--- src/source/dz_pkg.sv ---
package dz_pkg;

    localparam logic [2:0] dz_digit_max = 3'd5;

    // register byte offsets
    localparam logic [3:0] dz_addr_ctrl   = 4'h0;
    localparam logic [3:0] dz_addr_load   = 4'h4;
    localparam logic [3:0] dz_addr_status = 4'h8;

    localparam logic [1:0] axil_okay   = 2'b00;
    localparam logic [1:0] axil_slverr = 2'b10;

    typedef enum logic [1:0] {
        red    = 2'd0,
        green  = 2'd1,
        yellow = 2'd2   // both column sets lit
    } dz_color_e;

    // master to slave
    typedef struct packed {
        logic        awvalid;
        logic [3:0]  awaddr;
        logic        wvalid;
        logic [31:0] wdata;
        logic [3:0]  wstrb;
        logic        bready;
        logic        arvalid;
        logic [3:0]  araddr;
        logic        rready;
    } axil_req_t;

    // slave to master
    typedef struct packed {
        logic        awready;
        logic        wready;
        logic        bvalid;
        logic [1:0]  bresp;
        logic        arready;
        logic        rvalid;
        logic [31:0] rdata;
        logic [1:0]  rresp;
    } axil_rsp_t;

    typedef struct packed {
        logic [2:0] digit;
        logic       running;
        logic       done;
    } dz_status_t;

endpackage

--- src/source/dz_countdown.sv ---
`timescale 1ns/1ps

module dz_countdown #(
    parameter int TICK_DIV = 1000
) (
    input  logic               clk,
    input  logic               rst,
    input  logic               start,
    input  logic [2:0]         load_digit,
    output dz_pkg::dz_status_t status
);
    import dz_pkg::*;

    localparam int TW = (TICK_DIV > 1) ? $clog2(TICK_DIV) : 1;

    logic [TW-1:0] tick;
    logic          tick_wrap;
    logic [2:0]    digit;
    logic          running;
    logic          done;

    assign tick_wrap = (tick == TW'(TICK_DIV - 1));

    always_ff @(posedge clk or posedge rst)
    begin
        if (rst)
        begin
            tick    <= '0;
            digit   <= 3'd0;
            running <= 1'b0;
            done    <= 1'b0;
        end
        else if (start)
        begin
            // a start while running simply reloads
            tick    <= '0;
            digit   <= load_digit;
            running <= (load_digit != 3'd0);
            done    <= (load_digit == 3'd0);
        end
        else if (running)
        begin
            if (tick_wrap)
            begin
                tick  <= '0;
                digit <= digit - 3'd1;
                if (digit == 3'd1)
                begin
                    running <= 1'b0;
                    done    <= 1'b1;  // held until next start
                end
            end
            else
                tick <= tick + 1'b1;
        end
    end

    assign status.digit   = digit;
    assign status.running = running;
    assign status.done    = done;

    // load range is enforced by the register block
    digit_range: assert property (@(posedge clk) disable iff (rst)
        status.digit <= dz_digit_max);

endmodule

--- src/source/dz_glyph_rom.sv ---
`timescale 1ns/1ps

module dz_glyph_rom (
    input  logic [2:0] digit,
    input  logic [2:0] row_idx,
    output logic [7:0] red_bits,
    output logic [7:0] green_bits
);
    import dz_pkg::*;

    logic [7:0] pattern;
    dz_color_e  color;

    always_comb
    begin
        pattern = 8'h00;    // row 7 and bad digits stay dark
        case (digit)
            3'd5:
                case (row_idx)
                    3'd0:       pattern = 8'b0111_1110;
                    3'd1:       pattern = 8'b0110_0000;
                    3'd2:       pattern = 8'b0111_1100;
                    3'd3, 3'd4: pattern = 8'b0000_0110;
                    3'd5:       pattern = 8'b0110_0110;
                    3'd6:       pattern = 8'b0011_1100;
                    default:    pattern = 8'h00;
                endcase
            3'd4:
                case (row_idx)
                    3'd0, 3'd5, 3'd6: pattern = 8'b0000_1100;
                    3'd1:             pattern = 8'b0001_1100;
                    3'd2:             pattern = 8'b0010_1100;
                    3'd3:             pattern = 8'b0100_1100;
                    3'd4:             pattern = 8'b0111_1110;
                    default:          pattern = 8'h00;
                endcase
            3'd3, 3'd2:
                case (row_idx)
                    3'd0:    pattern = 8'b0011_1100;
                    3'd1:    pattern = 8'b0110_0110;
                    3'd2:    pattern = 8'b0000_0110;
                    3'd3:    pattern = (digit == 3'd3) ? 8'b0001_1100 : 8'b0000_1100;
                    3'd4:    pattern = (digit == 3'd3) ? 8'b0000_0110 : 8'b0011_0000;
                    3'd5:    pattern = (digit == 3'd3) ? 8'b0110_0110 : 8'b0110_0000;
                    3'd6:    pattern = (digit == 3'd3) ? 8'b0011_1100 : 8'b0111_1110;
                    default: pattern = 8'h00;
                endcase
            3'd1:
                case (row_idx)
                    3'd2:    pattern = 8'b0011_1000;
                    3'd6:    pattern = 8'b0111_1110;
                    3'd7:    pattern = 8'h00;
                    default: pattern = 8'b0001_1000;
                endcase
            3'd0:
                case (row_idx)
                    3'd0, 3'd6: pattern = 8'b0011_1100;
                    3'd7:       pattern = 8'h00;
                    default:    pattern = 8'b0100_0010;
                endcase
            default: pattern = 8'h00;
        endcase
    end

    // colour goes red -> yellow -> green as the count runs out
    always_comb
    begin
        case (digit)
            3'd5, 3'd4: color = red;
            3'd3, 3'd2: color = yellow;
            default:    color = green;
        endcase
    end

    assign red_bits   = (color == red || color == yellow) ? pattern : 8'h00;
    assign green_bits = (color == green || color == yellow) ? pattern : 8'h00;

endmodule

--- src/source/dz_regs.sv ---
`timescale 1ns/1ps

module dz_regs (
    input  logic               clk,
    input  logic               rst,
    input  dz_pkg::axil_req_t  axil_req,
    output dz_pkg::axil_rsp_t  axil_rsp,
    input  dz_pkg::dz_status_t status,
    output logic               start,
    output logic [2:0]         load_digit
);
    import dz_pkg::*;

    typedef enum logic {wr_idle, wr_resp} wr_state_e;
    typedef enum logic {rd_idle, rd_resp} rd_state_e;

    wr_state_e   wr_state;
    rd_state_e   rd_state;
    logic        wr_ready;    // awready and wready together
    logic        bvalid;
    logic [1:0]  bresp;
    logic        rd_ready;
    logic        rvalid;
    logic [31:0] rdata;
    logic [1:0]  rresp;
    logic [2:0]  load_q;
    logic        wr_err;

    always_comb
    begin
        case (axil_req.awaddr)
            dz_addr_ctrl, dz_addr_status: wr_err = 1'b0;
            dz_addr_load:                 wr_err = axil_req.wdata > 32'(dz_digit_max);
            default:                      wr_err = 1'b1;
        endcase
    end

    always_ff @(posedge clk or posedge rst)
    begin
        if (rst)
        begin
            wr_state <= wr_idle;
            wr_ready <= 1'b0;
            bvalid   <= 1'b0;
            start    <= 1'b0;
            load_q   <= 3'd0;
        end
        else
        begin
            start <= 1'b0;
            case (wr_state)
                wr_idle:
                    if (wr_ready)
                    begin
                        // handshake completes this cycle
                        wr_ready <= 1'b0;
                        bvalid   <= 1'b1;
                        wr_state <= wr_resp;
                        if (!wr_err && axil_req.wstrb[0])
                        begin
                            if (axil_req.awaddr == dz_addr_load)
                                load_q <= axil_req.wdata[2:0];
                            if (axil_req.awaddr == dz_addr_ctrl && axil_req.wdata[0])
                                start <= 1'b1;
                        end
                    end
                    else if (axil_req.awvalid && axil_req.wvalid)
                        wr_ready <= 1'b1;
                wr_resp:
                    if (axil_req.bready)
                    begin
                        bvalid   <= 1'b0;
                        wr_state <= wr_idle;
                    end
            endcase
        end
    end

    always_ff @(posedge clk or posedge rst)
    begin
        if (rst)
        begin
            rd_state <= rd_idle;
            rd_ready <= 1'b0;
            rvalid   <= 1'b0;
        end
        else
        begin
            case (rd_state)
                rd_idle:
                    if (rd_ready)
                    begin
                        rd_ready <= 1'b0;
                        rvalid   <= 1'b1;
                        rd_state <= rd_resp;
                    end
                    else if (axil_req.arvalid)
                        rd_ready <= 1'b1;
                rd_resp:
                    if (axil_req.rready)
                    begin
                        rvalid   <= 1'b0;
                        rd_state <= rd_idle;
                    end
            endcase
        end
    end

    // response payload
    always_ff @(posedge clk)
    begin
        if (wr_state == wr_idle && wr_ready)
            bresp <= wr_err ? axil_slverr : axil_okay;
        if (rd_state == rd_idle && rd_ready)
        begin
            rresp <= axil_okay;
            case (axil_req.araddr)
                dz_addr_ctrl:   rdata <= 32'd0;
                dz_addr_load:   rdata <= {29'd0, load_q};
                dz_addr_status: rdata <= {26'd0, status.done, status.running, 1'b0, status.digit};
                default:
                begin
                    rdata <= 32'd0;
                    rresp <= axil_slverr;
                end
            endcase
        end
    end

    assign axil_rsp.awready = wr_ready;
    assign axil_rsp.wready  = wr_ready;
    assign axil_rsp.bvalid  = bvalid;
    assign axil_rsp.bresp   = bresp;
    assign axil_rsp.arready = rd_ready;
    assign axil_rsp.rvalid  = rvalid;
    assign axil_rsp.rdata   = rdata;
    assign axil_rsp.rresp   = rresp;
    assign load_digit       = load_q;

    // write response must wait for the host
    bvalid_hold: assert property (@(posedge clk) disable iff (rst)
        axil_rsp.bvalid && !axil_req.bready |=> axil_rsp.bvalid);

endmodule

--- src/source/dz_scan.sv ---
`timescale 1ns/1ps

module dz_scan (
    input  logic       clk,
    input  logic       rst,
    input  logic [2:0] digit,
    output logic [2:0] row_idx,
    input  logic [7:0] red_bits,
    input  logic [7:0] green_bits,
    output logic [7:0] row,
    output logic [7:0] colr,
    output logic [7:0] colg
);
    import dz_pkg::*;

    logic [2:0] row_cnt;
    logic [2:0] digit_q;
    logic       digit_ok;

    assign row_idx  = row_cnt;   // feeds the glyph lookup
    assign digit_ok = (digit_q <= dz_digit_max);

    always_ff @(posedge clk or posedge rst)
    begin
        if (rst)
        begin
            row_cnt <= 3'd0;
            digit_q <= 3'd0;
            row     <= 8'hff;    // no row selected
            colr    <= 8'h00;
            colg    <= 8'h00;
        end
        else
        begin
            row_cnt <= row_cnt + 3'd1;   // wraps 7 -> 0
            digit_q <= digit;
            row     <= ~(8'd1 << row_cnt);
            if (digit_ok)
            begin
                colr <= red_bits;
                colg <= green_bits;
            end
            else
            begin
                // blank on a corrupt digit
                colr <= 8'h00;
                colg <= 8'h00;
            end
        end
    end

    one_row: assert property (@(posedge clk) disable iff (rst)
        $countones(~row) <= 1);

endmodule

--- src/source/dz_show_top.sv ---
`timescale 1ns/1ps

module dz_show_top #(
    parameter int TICK_DIV = 1000
) (
    input  logic              clk,
    input  logic              rst,
    input  dz_pkg::axil_req_t axil_req,
    output dz_pkg::axil_rsp_t axil_rsp,
    output logic [7:0]        row,
    output logic [7:0]        colr,
    output logic [7:0]        colg
);
    import dz_pkg::*;

    dz_status_t status;
    logic       start;
    logic [2:0] load_digit;
    logic [2:0] row_idx;
    logic [7:0] red_bits;
    logic [7:0] green_bits;

    dz_regs dz_regs_inst (
        .clk        (clk),
        .rst        (rst),
        .axil_req   (axil_req),
        .axil_rsp   (axil_rsp),
        .status     (status),
        .start      (start),
        .load_digit (load_digit)
    );

    dz_countdown #(.TICK_DIV(TICK_DIV)) dz_countdown_inst (
        .clk        (clk),
        .rst        (rst),
        .start      (start),
        .load_digit (load_digit),
        .status     (status)
    );

    dz_glyph_rom dz_glyph_rom_inst (
        .digit      (status.digit),
        .row_idx    (row_idx),
        .red_bits   (red_bits),
        .green_bits (green_bits)
    );

    dz_scan dz_scan_inst (
        .clk        (clk),
        .rst        (rst),
        .digit      (status.digit),
        .row_idx    (row_idx),
        .red_bits   (red_bits),
        .green_bits (green_bits),
        .row        (row),
        .colr       (colr),
        .colg       (colg)
    );

endmodule

--- config.mk ---
export PLATFORM = sky130hd
export DESIGN_NAME = dz_show_top
export DESIGN_NICKNAME = d
export VERILOG_FILES = /design/src/source/dz_pkg.sv /design/src/source/dz_countdown.sv /design/src/source/dz_glyph_rom.sv /design/src/source/dz_regs.sv /design/src/source/dz_scan.sv /design/src/source/dz_show_top.sv
export SDC_FILE = /design/constraint.sdc
export NUM_CORES = 1
export LEC_CHECK = 0
export BUFFER_PORTS_ARGS = -buffer_cell sky130_fd_sc_hd__clkbuf_2
export CAP_MARGIN = 5
export CORE_MARGIN = 1
export CORE_UTILIZATION = 53
export DETAILED_ROUTE_END_ITERATION = 16
export GPL_TIMING_DRIVEN = 0
export HOLD_SLACK_MARGIN = 0.06
export MAX_ROUTING_LAYER = met4
export PLACE_DENSITY = 0.87
export SLEW_MARGIN = 20
export SYNTH_ARGS = -nofsm -noshare
export SYNTH_HDL_FRONTEND = slang
export SYNTH_SLANG_ARGS = --single-unit
--- constraint.sdc ---
create_clock -name clk -period 3.51 [get_ports clk]
set_clock_uncertainty 0.05 [all_clocks]
set_input_delay 0.702 -clock clk [delete_from_list [all_inputs] [get_ports clk]]
set_output_delay 0.702 -clock clk [all_outputs]
set_load 0.02 [all_outputs]
==> results_dict.tcl <==
set metrics [dict create \
    grt_max_degree 29 \
    grt_pass1_wl_mm 11.2 \
    path_delay_family "compound AO/OA/AOI/OAI gates" \
    fmax_ghz 0.433 \
    synth_most_common_cell "dfrtp_1" \
    cp.arrival_ps 2480 \
    wirelength_mm 6.51 \
    ys_warn_count 0 \
    crit_chain "ha_1, ha_1, o41ai_1, o32ai_1, a211oi_1, nor2_1" \
    htreeDepth 3 \
    area_growth_pct 26.0 \
    power_density_mw_per_mm2 418 \
    ys.flop_type "dfrtp_1" \
    fin_crit_sh_pct 65.8 \
    cts_tree "done" \
    drt_pass1_iterations 5 \
    critical_path_class "flop to flop" \
    rsz0062_at_grt "no" \
    synth_common_cells "dfrtp_1 (42), buf_4 (39), nand2_1 (21)" \
    cts_sinks 57 \
    start_util_pct 56.0 \
    diodes 0 \
    vias 2611 \
    ys_seq_elements 57 \
    placed_cell_area_mm2 0.00378 \
    grt_remaining_overflow 0 \
    async_reset_ff_share_pct 87.7 \
    cts_resized 0 \
    dp_hpwl_mm 5.16 \
    gp_congestion 0.946 \
    crit_path_max_fanout 7 \
    drt-vias-per-instance 5.10 \
    ios 116 \
    drive_gt1_share_pct 36.6 \
    setup_tns_ps 0 \
    slew_headroom_pct 65.7 \
    p_total_mw 1.67 \
    syn_area_mm2 0.00316 \
    die_w_um 79.2 \
    tightest_slew_ps 513 \
    synth-edff-count 7 \
    portBuffers 79 \
    wl_per_cell_um 12.7 \
    crit_buf_inv 0 \
    status "finished, final reports clean" \
    postCtsSetupRepairBufs 0 \
    drt.antenna.violating_nets 0 \
    drt_iter0_drc 182 \
    ir_drop_mv 0.364 \
    grtUsageTotal_pct 24.3 \
    cts_made_buffers 9 \
    cp_common_cell "ha_1" \
    grt_pass1_vias 2523 \
    cap_viol_max_count 0 \
    syn_avg_cell_area_um2 10.1 \
    dieArea_mm2 0.00627 \
    final_nets 500 \
    core.rowCount 27 \
    finalSetupViolCount 0 \
    slowest_stage "o41ai_1" \
    die_h_um 79.2 \
    end_kind "flop" \
    fp.coreArea_mm2 0.00564 \
    ys_top_cells_by_area "dfrtp_1 (33%), buf_4 (9.3%), dfstp_2 (6.7%)" \
    root_buffer "clkbuf_8" \
    clk_pin_slew_ps 70 \
    ys_seq_area_share_pct 46.6 \
    yosys.area.top_type_share_pct 33.3 \
    cts_hold_buf 0 \
    power.leakage_nw 1.99 \
    drcViolationCount 0 \
    ys_types 52 \
    maxSlewViolCount 0 \
    clkLatencyLatePin_ps 340 \
    max_stage_delay_ps 500 \
    final_util_pct 70.6 \
    period_minus_slack_ps 2310 \
    hold_class "primary input to asynchronous set/reset pin" \
    final_area_mm2 0.00398 \
    hold_viol_final 0 \
    antenna_found_initial 0 \
    clk_path_buf_depth 2 \
    yosysTopAreaCell "dfrtp_1" \
    crit_path_start_kind "flop" \
    syn_inst 312 \
    worst_ep_required_time_ps 3680 \
]
sequential cells by signal, summed over array words and instances, names as in the netlist, 2 cells and up:
signal                   flops
dz_countdown_inst.digit      3
dz_countdown_inst.tick      10
dz_regs_inst.load_digit      3
dz_regs_inst.rdata           5
dz_scan_inst.colg            6
dz_scan_inst.colr            6
dz_scan_inst.digit_q         2
dz_scan_inst.row             8
dz_scan_inst.row_idx         3
cell type report:
cell class	count	area [um^2]
flip-flops and latches	57	1470
fillers	432	1660
inverters	15	56.3
well taps	72	90.1
clock buffers	11	141
plain buffers	49	338
multi-input cells	223	1410
repair buffers	80	415
clock inverters	5	55.1
metrics by stage:
step | worst slack (ps) | cells | hold slack, ps
2_1_floorplan | 1520 | 344 | 414
3_5_place_dp | 1230 | 496 | 463
4_1_cts | 1180 | 512 | 311
6_report | 1200 | 512 | 312
3_3_place_gp | 1080 | 495 | 445
5_1_grt | 992 | 512 | 342
power breakdown:
part	internal [mW]	switching, mW	leakage, nW	total, mW
sequential	0.726	0.0384	0.704	0.765
combinational	0.129	0.168	1.19	0.297
clock	0.344	0.260	0.0953	0.604
logic make-up after synthesis:
family / synth area share [%]
buffers and inverters: 12.5
other: 0.119
AOI/OAI and AO/OA: 11.8
and+or+nand+nor: 18.3
muxes: 2.14
xor gates and xnor gates: 3.05
adders and majority gates: 5.54
DFF: 46.6
metal layers:
metal / vias to the layer above / global-route usage (%) / share of wire (%)
met5: - / - / 0
met4: 0 / 9.82 / 2.5
met3: 21 / 7.47 / 8.0
met2: 124 / 41.4 / 51
met1: 1190 / 26.3 / 38
li1: 1276 / - / -
final timing paths:
kind / slack (ps) / end / cells after the start / startpoint
min in group clk: 470 / dz_regs_inst.bvalid$_DFFE_PP0P_ / 1 / dz_regs_inst.wr_state$_DFF_PP0_
setup / recovery: 1200 / dz_scan_inst.colg[3]$_DFF_PP0_ / 6 / dz_scan_inst.row_idx[1]$_DFF_PP0_
hold reg to reg: 470 / dz_regs_inst.bvalid$_DFFE_PP0P_ / 1 / dz_regs_inst.wr_state$_DFF_PP0_
setup reg to reg: 1200 / dz_scan_inst.colg[3]$_DFF_PP0_ / 6 / dz_scan_inst.row_idx[1]$_DFF_PP0_
max in group asynchronous: 2580 / dz_countdown_inst.tick[3]$_DFFE_PP0P_ / 3 / rst
hold / removal: 310 / dz_scan_inst.colg[1]$_DFF_PP0_ / 2 / rst
cells in the final DEF, fill, tap and decap left out, drive strengths merged, types with 4 or more instances in the layout:
| master | instances |
|---|---|
| nand3 | 4 |
| edfxtp | 7 |
| xnor2 | 7 |
| buf | 46 |
| nand2b | 11 |
| nor2b | 7 |
| nor4 | 10 |
| dfstp | 8 |
| a211oi | 5 |
| a21oi | 18 |
| inv | 15 |
| nor2 | 17 |
| nor3 | 15 |
| xor2 | 4 |
| nand2 | 21 |
| ha | 14 |
| mux2 | 6 |
| clkbuf | 94 |
| dfrtp | 42 |
| conb | 33 |
| and3 | 4 |
| o21ai | 7 |
No activity file was read; power rests on OpenSTA's default activity.
